--- src/perf_pkg.sv ---
package perf_pkg;

	// AXI4-Lite data word, counts are zero-extended into it
	typedef logic [31:0] word_t;

	// byte address of the register space
	typedef logic [7:0] addr_t;

	// only the two response codes the slave ever returns
	typedef enum logic [1:0]
	{
		OKAY   = 2'b00,
		SLVERR = 2'b10
	} axil_resp_t;

	// counter index, also the word index in the register map
	typedef enum logic [2:0]
	{
		EV_BRANCH  = 3'd0,
		EV_BR_MISP = 3'd1,
		EV_IC_HIT  = 3'd2,
		EV_IC_MISS = 3'd3,
		EV_DC_HIT  = 3'd4,
		EV_DC_MISS = 3'd5,
		EV_L2_HIT  = 3'd6,
		EV_L2_MISS = 3'd7
	} event_id_t;

	localparam int NUM_EVENTS = 8;

	// counters at 4*i for 0x00..0x1c, control right after them
	localparam addr_t CTRL_OFFSET = 8'h20;

	// control register fields
	localparam int CTRL_ENABLE_BIT = 0;

endpackage : perf_pkg

--- src/perf_event_counter.sv ---
`timescale 1ns/1ns

module perf_event_counter
#(
	parameter int COUNT_WIDTH = 16
)
(
	input  logic                   clk,
	input  logic                   reset,
	input  logic                   clear,
	input  logic                   increment,
	output logic [COUNT_WIDTH-1:0] count
);

	logic [COUNT_WIDTH-1:0] value;

	// clear has priority over a same-cycle increment
	always_ff @(posedge clk)
	begin
		if (reset || clear)
			value <= '0;
		else if (increment)
			// wraps from all ones back to zero
			value <= value + 1'b1;
	end

	assign count = value;

	// a cleared counter must read zero one cycle later
	clear_zeroes_count: assert property (
		@(posedge clk) clear |=> (count == '0)
	);

endmodule : perf_event_counter

--- src/perf_event_qualify.sv ---
`timescale 1ns/1ns

module perf_event_qualify
(
	input  logic                            clk,
	input  logic                            reset,
	input  logic                            count_enable,
	input  logic                            br_issue,
	input  logic                            br_mispredict,
	input  logic                            stall,
	input  logic                            icache_hit,
	input  logic                            icache_miss,
	input  logic                            dcache_hit,
	input  logic                            dcache_miss,
	input  logic                            l2_hit,
	input  logic                            l2_miss,
	output logic [perf_pkg::NUM_EVENTS-1:0] inc
);

	// combinational so an event at edge t lands in the count at edge t
	always_comb
	begin
		inc = '0;
		// a stalled branch stays in place, count it only once it moves
		inc[perf_pkg::EV_BRANCH]  = br_issue && !stall;
		inc[perf_pkg::EV_BR_MISP] = br_issue && br_mispredict && !stall;
		// cache strobes are one pulse per access, stall or not
		inc[perf_pkg::EV_IC_HIT]  = icache_hit;
		inc[perf_pkg::EV_IC_MISS] = icache_miss;
		inc[perf_pkg::EV_DC_HIT]  = dcache_hit;
		inc[perf_pkg::EV_DC_MISS] = dcache_miss;
		inc[perf_pkg::EV_L2_HIT]  = l2_hit;
		inc[perf_pkg::EV_L2_MISS] = l2_miss;
		// global stop from the control register
		if (!count_enable)
			inc = '0;
	end

	// the processor resolves a mispredict only on an issued branch
	mispredict_needs_issue: assert property (
		@(posedge clk) disable iff (reset) br_mispredict |-> br_issue
	);

endmodule : perf_event_qualify

--- src/perf_counter_bank.sv ---
`timescale 1ns/1ns

module perf_counter_bank
#(
	parameter int COUNT_WIDTH = 16
)
(
	input  logic                            clk,
	input  logic                            reset,
	input  logic [perf_pkg::NUM_EVENTS-1:0] inc,
	input  logic                            clear_valid,
	input  perf_pkg::event_id_t             clear_id,
	input  perf_pkg::event_id_t             read_id,
	output perf_pkg::word_t                 read_count
);

	logic [perf_pkg::NUM_EVENTS-1:0] clear_line;
	logic [COUNT_WIDTH-1:0]          counts [perf_pkg::NUM_EVENTS];

	// one-hot clear, at most one counter per bus write
	always_comb
	begin
		clear_line = '0;
		if (clear_valid)
			clear_line[clear_id] = 1'b1;
	end

	// one counter per event, index matches event_id_t
	for (genvar i = 0; i < perf_pkg::NUM_EVENTS; i++)
	begin : g_counter
		perf_event_counter
		#(
			.COUNT_WIDTH (COUNT_WIDTH)
		)
		counter_i
		(
			.clk       (clk),
			.reset     (reset),
			.clear     (clear_line[i]),
			.increment (inc[i]),
			.count     (counts[i])
		);
	end

	// read-out mux, upper bits stay zero
	always_comb
	begin
		read_count = '0;
		read_count[COUNT_WIDTH-1:0] = counts[read_id];
	end

endmodule : perf_counter_bank

--- src/perf_axil_fsm.sv ---
`timescale 1ns/1ns

module perf_axil_fsm
(
	input  logic                 clk,
	input  logic                 reset,
	// write address and data
	input  perf_pkg::addr_t      awaddr,
	input  logic                 awvalid,
	output logic                 awready,
	input  perf_pkg::word_t      wdata,
	input  logic [3:0]           wstrb,
	input  logic                 wvalid,
	output logic                 wready,
	// write response
	output perf_pkg::axil_resp_t bresp,
	output logic                 bvalid,
	input  logic                 bready,
	// read address
	input  perf_pkg::addr_t      araddr,
	input  logic                 arvalid,
	output logic                 arready,
	// read data
	output perf_pkg::word_t      rdata,
	output perf_pkg::axil_resp_t rresp,
	output logic                 rvalid,
	input  logic                 rready,
	// towards qualifier and counter bank
	output logic                 count_enable,
	output logic                 clear_valid,
	output perf_pkg::event_id_t  clear_id,
	output perf_pkg::event_id_t  read_id,
	input  perf_pkg::word_t      read_count
);

	typedef enum logic {W_IDLE, W_RESP} wr_state_t;
	typedef enum logic {R_IDLE, R_RESP} rd_state_t;

	wr_state_t wr_state;
	rd_state_t rd_state;
	logic      wr_accept;
	logic      rd_accept;
	logic      wr_is_counter;
	logic      wr_is_ctrl;
	logic      rd_is_counter;
	logic      rd_is_ctrl;

	// word-aligned address below the control register
	function automatic logic is_counter_addr(perf_pkg::addr_t addr);
		return (addr < perf_pkg::CTRL_OFFSET) && (addr[1:0] == 2'b00);
	endfunction

	assign wr_is_counter = is_counter_addr(awaddr);
	assign wr_is_ctrl    = (awaddr == perf_pkg::CTRL_OFFSET);
	assign rd_is_counter = is_counter_addr(araddr);
	assign rd_is_ctrl    = (araddr == perf_pkg::CTRL_OFFSET);

	// address and data are taken in the same cycle
	assign wr_accept = (wr_state == W_IDLE) && awvalid && wvalid;
	assign awready   = wr_accept;
	assign wready    = wr_accept;
	assign bvalid    = (wr_state == W_RESP);

	assign arready   = (rd_state == R_IDLE);
	assign rd_accept = arready && arvalid;
	assign rvalid    = (rd_state == R_RESP);

	// clear hits the counter on the accept edge
	assign clear_valid = wr_accept && wr_is_counter;
	assign clear_id    = perf_pkg::event_id_t'(awaddr[4:2]);
	assign read_id     = perf_pkg::event_id_t'(araddr[4:2]);

	// write channel
	always_ff @(posedge clk)
	begin
		if (reset)
		begin
			wr_state     <= W_IDLE;
			count_enable <= 1'b1;
		end
		else if (wr_accept)
		begin
			wr_state <= W_RESP;
			if (wr_is_ctrl && wstrb[0])
				count_enable <= wdata[perf_pkg::CTRL_ENABLE_BIT];
		end
		else if (bvalid && bready)
			wr_state <= W_IDLE;
	end

	always_ff @(posedge clk)
	begin
		if (wr_accept)
			bresp <= (wr_is_counter || wr_is_ctrl) ? perf_pkg::OKAY : perf_pkg::SLVERR;
	end

	// read channel
	always_ff @(posedge clk)
	begin
		if (reset)
			rd_state <= R_IDLE;
		else if (rd_accept)
			rd_state <= R_RESP;
		else if (rvalid && rready)
			rd_state <= R_IDLE;
	end

	// data and response frozen at acceptance
	always_ff @(posedge clk)
	begin
		if (rd_accept)
		begin
			rresp <= perf_pkg::OKAY;
			rdata <= '0;
			if (rd_is_counter)
				rdata <= read_count;
			else if (rd_is_ctrl)
				rdata[perf_pkg::CTRL_ENABLE_BIT] <= count_enable;
			else
				rresp <= perf_pkg::SLVERR;
		end
	end

	bvalid_holds: assert property (
		@(posedge clk) disable iff (reset) bvalid && !bready |=> bvalid
	);

	rvalid_holds: assert property (
		@(posedge clk) disable iff (reset) rvalid && !rready |=> rvalid
	);

endmodule : perf_axil_fsm

--- src/perf_monitor_top.sv ---
`timescale 1ns/1ns

module perf_monitor_top
#(
	parameter int COUNT_WIDTH = 16
)
(
	input  logic                 clk,
	input  logic                 reset,
	// processor and cache strobes
	input  logic                 br_issue,
	input  logic                 br_mispredict,
	input  logic                 stall,
	input  logic                 icache_hit,
	input  logic                 icache_miss,
	input  logic                 dcache_hit,
	input  logic                 dcache_miss,
	input  logic                 l2_hit,
	input  logic                 l2_miss,
	// AXI4-Lite slave
	input  perf_pkg::addr_t      awaddr,
	input  logic                 awvalid,
	output logic                 awready,
	input  perf_pkg::word_t      wdata,
	input  logic [3:0]           wstrb,
	input  logic                 wvalid,
	output logic                 wready,
	output perf_pkg::axil_resp_t bresp,
	output logic                 bvalid,
	input  logic                 bready,
	input  perf_pkg::addr_t      araddr,
	input  logic                 arvalid,
	output logic                 arready,
	output perf_pkg::word_t      rdata,
	output perf_pkg::axil_resp_t rresp,
	output logic                 rvalid,
	input  logic                 rready
);

	logic [perf_pkg::NUM_EVENTS-1:0] inc;
	logic                            count_enable;
	logic                            clear_valid;
	perf_pkg::event_id_t             clear_id;
	perf_pkg::event_id_t             read_id;
	perf_pkg::word_t                 read_count;

	perf_event_qualify qualify_i
	(
		.clk           (clk),
		.reset         (reset),
		.count_enable  (count_enable),
		.br_issue      (br_issue),
		.br_mispredict (br_mispredict),
		.stall         (stall),
		.icache_hit    (icache_hit),
		.icache_miss   (icache_miss),
		.dcache_hit    (dcache_hit),
		.dcache_miss   (dcache_miss),
		.l2_hit        (l2_hit),
		.l2_miss       (l2_miss),
		.inc           (inc)
	);

	perf_counter_bank
	#(
		.COUNT_WIDTH (COUNT_WIDTH)
	)
	bank_i
	(
		.clk         (clk),
		.reset       (reset),
		.inc         (inc),
		.clear_valid (clear_valid),
		.clear_id    (clear_id),
		.read_id     (read_id),
		.read_count  (read_count)
	);

	perf_axil_fsm fsm_i
	(
		.clk          (clk),
		.reset        (reset),
		.awaddr       (awaddr),
		.awvalid      (awvalid),
		.awready      (awready),
		.wdata        (wdata),
		.wstrb        (wstrb),
		.wvalid       (wvalid),
		.wready       (wready),
		.bresp        (bresp),
		.bvalid       (bvalid),
		.bready       (bready),
		.araddr       (araddr),
		.arvalid      (arvalid),
		.arready      (arready),
		.rdata        (rdata),
		.rresp        (rresp),
		.rvalid       (rvalid),
		.rready       (rready),
		.count_enable (count_enable),
		.clear_valid  (clear_valid),
		.clear_id     (clear_id),
		.read_id      (read_id),
		.read_count   (read_count)
	);

endmodule : perf_monitor_top

--- config.mk ---
export PLATFORM = sky130hd
export DESIGN_NAME = perf_monitor_top
export DESIGN_NICKNAME = d
export VERILOG_FILES = /design/src/perf_pkg.sv /design/src/perf_event_counter.sv /design/src/perf_event_qualify.sv /design/src/perf_counter_bank.sv /design/src/perf_axil_fsm.sv /design/src/perf_monitor_top.sv
export SDC_FILE = /design/constraint.sdc
export NUM_CORES = 1
export LEC_CHECK = 0
export ABC_AREA = 1
export CAP_MARGIN = 20
export CORE_UTILIZATION = 45
export CTS_CLUSTER_DIAMETER = 120
export DETAILED_ROUTE_END_ITERATION = 16
export DONT_BUFFER_PORTS = 1
export HOLD_SLACK_MARGIN = 0.12
export SYNTH_ARGS = -nofsm -noshare
export SYNTH_HDL_FRONTEND = slang
export SYNTH_SLANG_ARGS = --single-unit
--- constraint.sdc ---
create_clock -name clk -period 2.14 [get_ports clk]
set_clock_uncertainty 0.05 [all_clocks]
set_input_delay 0.428 -clock clk [delete_from_list [all_inputs] [get_ports clk]]
set_output_delay 0.428 -clock clk [all_outputs]
set_load 0.005 [all_outputs]
# After elaboration in Yosys (flattened, before gate mapping)
# Index checks and enable logic that the tools add are counted.
totals:
  register_bits: 167
  out_inout_bits: 41
classes:
  n_bitwise: 3
  addsub: 8
  n_mux: 15
  order_cmp: 5
  n_eq_ne: 2
  n_reduce_logical: 28
ops:
  columns: ["op", "n"]
  rows:
  - ["$add A16 B1 Y16 const B", 8]
  - ["$bmux W16 S3", 1]
  - ["$mux W16", 2]
  - ["$eq A8 B6 Y1 const B", 2]
  - ["$lt A8 B6 Y1 const B", 2]
  - ["$mux W8", 2]
  - ["$logic_and A1 B1 Y1", 13]
  - ["$logic_or A1 B1 Y1", 9]
  - ["$mux W1", 7]
  - ["$ge A4 B4 Y1 const B", 1]
  - ["$logic_not A2 Y1", 2]
  - ["$lt A3 B4 Y1 const B", 1]
  - ["$mux W2", 2]
  - ["$not A3 Y4", 1]
  - ["$reduce_bool A2 Y1", 2]
  - ["$demux W1 S3", 1]
  - ["$ge A3 B1 Y1 const B", 1]
  - ["$not A1 Y1", 2]
  - ["$reduce_and A2 Y1", 1]
  - ["$logic_not A1 Y1", 1]

# Logic depth before layout (Yosys ltp)
logic_depth:
  ltp_word: 6
  depth_mapped: 9
  depth_no_buf: 9

# Hierarchy
# A second synthesis with hierarchy kept.
unflattened:
  cells_unflattened: 1564
  area_unflattened_um2: 9993.3
by_module_without_submodules:
  columns: ["mod", "n_inst", "cells_per_inst", "area_each_um2"]
  rows:
  - ["perf_event_counter", 8, 117, 792.0]
  - ["perf_counter_bank", 1, 460, 1949.4]
  - ["perf_axil_fsm", 1, 151, 1635.3]
  - ["perf_event_qualify", 1, 17, 72.6]

# Worst setup path before layout
# Ideal clock, no wire load.
synth_timing:
  path_kind: "input to register"
  from: "input araddr[2]"
  to: "register fsm_i.rdata[3], data pin"
  cell_stages: 8
  setup_ns: 0.255
  n_path_buf: 3
  setup_slack_ns: 0.504
  t_required_ns: 1.835
  arrival_time_ns: 1.331
  cell_sequence: "buf_2 buf_2 buf_1 nand2_1 o211ai_1 nand3_1 nand2_1 nor2_1"
synth_between:
  elab_chain_len: 4
synth_lines:
  columns: ["item", "line", "text"]
  rows:
  - ["from (decl)", "perf_monitor_top.sv:31", "input perf_pkg::addr_t araddr,"]
  - ["parallel branches: the longest is 4 deep, another holds $lt A8 B6 Y1", null, null]
  - ["to (signal assigned)", "perf_axil_fsm.sv:116", "rdata <= read_count;"]
  - ["to (signal, indexed assignment)", "perf_axil_fsm.sv:118", "rdata[perf_pkg::CTRL_ENABLE_BIT] <= count_enable;"]
  - ["to (decl)", "perf_axil_fsm.sv:24", "output perf_pkg::word_t rdata,"]
# Parallel ways; which one is timed is not known. The select of a mux whose other input is x is not followed.
# A chain may end at the register's enable or synchronous reset.

# Worst setup path after layout
layout_timing:
  from: "register fsm_i.count_enable"
  to: "register bank_i.g_counter[4].counter_i.value[14]"
layout_between:
  elab_chain_len: 1
layout_lines:
  columns: ["item", "line", "text"]
  rows:
  - ["from (decl)", "perf_axil_fsm.sv:29", "output logic count_enable,"]
  - ["from (signal assigned)", "perf_axil_fsm.sv:85", "count_enable <= wdata[perf_pkg::CTRL_ENABLE_BIT];"]
  - ["$mux W8", "perf_event_qualify.sv:35", "if (!count_enable)"]
  - ["to (signal assigned)", "perf_event_counter.sv:24", "value <= value + 1'b1;"]
  - ["to (decl)", "perf_event_counter.sv:15", "logic [COUNT_WIDTH-1:0] value;"]
# No other way between the ends.

==> impl_metrics.ini <==
[route]
ant_nets = 0
dr.pass1.iters = 5
first_iter_violations = 583
routed_wl_um = 23300
viasPerCell = 5.19
via_count = 8241
drcViolationCount = 0
drt-wirelength-per-cell_um = 14.6

[yosys]
yosysTopAreaCell = dfxtp_1
ys_top_cells_by_area = dfxtp_1 31%, nand2_1 14%, nor2_1 11%, inv_1 6.9%, edfxtp_1 6.3%
yosys_warnings = 0
synth_edf_count = 18
ys_seq_area_share_pct = 36.9
synth_most_common_cell = nand2_1
synthArstFlopShare_pct = 0
yosys-top-cells-count = 322 x nand2_1, 243 x nor2_1, 158 x inv_1, 131 x dfxtp_1, 92 x nand3_1
syn_avg_cell_area_um2 = 6.40
synth_cell_types = 37
synth_top_area_share_pct = 30.6
synth_area_um2 = 8570
ys.flop_type = dfxtp_1
syn_inst = 1339
ys_ff_latch = 149

[critical_path]
crit_path_end_kind = flop
crit_fanout = 9
cp_slowest_cell = dfxtp_1
arrival_ns = 2.03
cp_cell_sequence = buf_4, nand2_1, inv_1, nand3_1, nor2_1, nand3_1, nand2_1, nor2_1
slowest_delay_ns = 0.34
r2r_slack_ns = 0.39
critPathKind = flop to flop
required_ns = 2.42
cp-start-kind = flop

[placement]
portBuffers = 0
dpl_cell_area_um2 = 8790
dpl.hpwl_um = 17300
routabilityCongestion = 0.896

[run]
maxCapViolCount = 0

[timing]
setup-tns-final_ns = 0
min_period_ns = 1.75
setup_viol = 0
period_share_pct = 81.7
fmax_ghz = 0.572
rsz0062_at_grt = no
final_max_slew_viol_count = 0
finalHoldViolations = 0

[clocking]
cts_tree = yes
htreeDepth = 4
cts_sinks = 149
postCtsSetupBuffers = 0
numCtsBuffers = 17
clk-insertion-delay-late_ns = 0.44
cts_root_buf = clkbuf_16
post_cts_resized = 0
clock_path_buffers = 2
clk_pin_slew_worst_paths_ns = 0.06

[global_route]
grt_pass1_wl_um = 37200
grt_usage_pct = 24.3
grt_pass1_vias = 7271
grt_max_degree = 88
antenna_found_initial = 0
overflow = 0

[die]
ios = 109
rows = 50
fp.dieArea_um2 = 19600
start_util_pct = 45.8
core_um2 = 18700
die_h_um = 140
die_w_um = 140

[power]
intPower_mw = 4.88
power.share.switching_pct = 23.1
pwr-share-seq_pct = 45.9
p_per_area_nw_per_um2 = 674
ir_worst_vdd_v = 0.000521
p_clk_share_pct = 48.5
p_sw_mw = 1.47
leakage_nw = 3.62
power_frac_comb_pct = 5.6

[final_layout]
drive_gt1_share_pct = 5.39
final_area_um2 = 9420
area.growth.synth_to_final_pct = 9.88
fin_nets = 1418
filler_cell_count = 1905
antennaDiodeCount = 0

[hold_path]
hold_path_class = input port to flop

[status]
status = finished clean
==> timing repair <==
item                                    in CTS  in global routing
endpoints found under the hold margin        1                  0
endpoints found under the setup margin       0                  0
hold buffers                                 2                  0
==> cell type report <==
cell class / count / area (µm²) / share of cell area, %
inverters: 161 / 604 / 6.42
clock buffers: 26 / 552 / 5.86
flip-flops and latches: 149 / 3160 / 33.6
clock inverters: 6 / 60.1 / 0.638
repair buffers: 19 / 160 / 1.70
multi-input cells: 994 / 4590 / 48.7
well taps: 234 / 293 / 3.11
==> flip-flops by register name, indices dropped and copies added (netlist names) <==
name,cells
fsm_i.rresp,1
fsm_i.rdata,16
fsm_i.rvalid,1
fsm_i.count_enable,1
fsm_i.bvalid,1
bank_i.g_counter.counter_i.count,128
fsm_i.bresp,1
==> stage by stage <==
step                util (%)  setup WS, ns  total power [mW]  hold slack (ns)  cells
global placement        47.0         0.380              3.32            0.436   1555
floorplan                  -         0.504              3.27            0.415   1356
detailed placement      47.0         0.382              3.33            0.442   1555
global route            50.3         0.215              6.56            0.163   1589
CTS                     50.3         0.387              6.40            0.135   1589
finish                  50.3         0.392              6.35            0.143   1589
==> power by group through the flow <==
| stage | clock network (mW) | registers (mW) | logic, mW |
|---|---|---|---|
| 6_report | 3.08 | 2.91 | 0.355 |
| 2_1_floorplan | 0 | 2.96 | 0.304 |
| 4_1_cts | 3.13 | 2.91 | 0.356 |
| 3_5_place_dp | 0 | 2.98 | 0.351 |
| 5_1_grt | 3.24 | 2.92 | 0.404 |
| 3_3_place_gp | 0 | 2.98 | 0.347 |
==> kinds of logic after synthesis <==
kind of cell,after synthesis,synth area share [%]
adder cells (fa/ha/maj),8,1.17
AND/OR/NAND/NOR,764,37.7
AO/OA/AOI/OAI,176,11.0
other,1,0.0438
flip-flops,149,36.9
buffers and inverters,213,10.3
XOR/XNOR,28,2.86
==> layout by cell type, fill, tap and decap left out, drive strengths merged, types with 2 or more instances in the layout <==
master / n
conb: 18
nor2: 254
clkinv: 4
clkinvlp: 2
dlygate4sd3: 2
a21oi: 75
and2: 2
nor3b: 2
nand3: 96
xnor2: 6
xor2: 22
o211ai: 15
nand2: 325
nor3: 44
o21ai: 75
o21bai: 6
dfxtp: 131
nand4: 30
or2: 6
o22ai: 2
buf: 17
edfxtp: 18
ha: 8
and3: 4
inv: 160
clkbuf: 26
==> layer usage <==
| layer | GRT usage (%) | routed length, µm | up-vias |
|---|---|---|---|
| li1 | - | - | 4277 |
| met1 | 31.3 | 10700 | 3722 |
| met2 | 40.6 | 10900 | 209 |
| met3 | 4.89 | 1110 | 33 |
| met4 | 8.39 | 521 | 0 |
| met5 | 0 | 0 | - |
==> worst paths after layout <==
kind,from,to,depth (start not counted)
max reg2reg,fsm_i.count_enable,bank_i.g_counter[4].counter_i.count[14],8
min reg2reg,bank_i.g_counter[5].counter_i.count[0],bank_i.g_counter[5].counter_i.count[0],2
max,fsm_i.count_enable,bank_i.g_counter[4].counter_i.count[14],8
min,wdata[0],fsm_i.count_enable,2
==> critical path, delay by kind of cell (launching register included) <==
family	cells	cell delay, ns
AND/OR/NAND/NOR	6	0.85
buffers and inverters	2	0.40
flip-flops	1	0.34
Power figures use the tool's default switching activity.
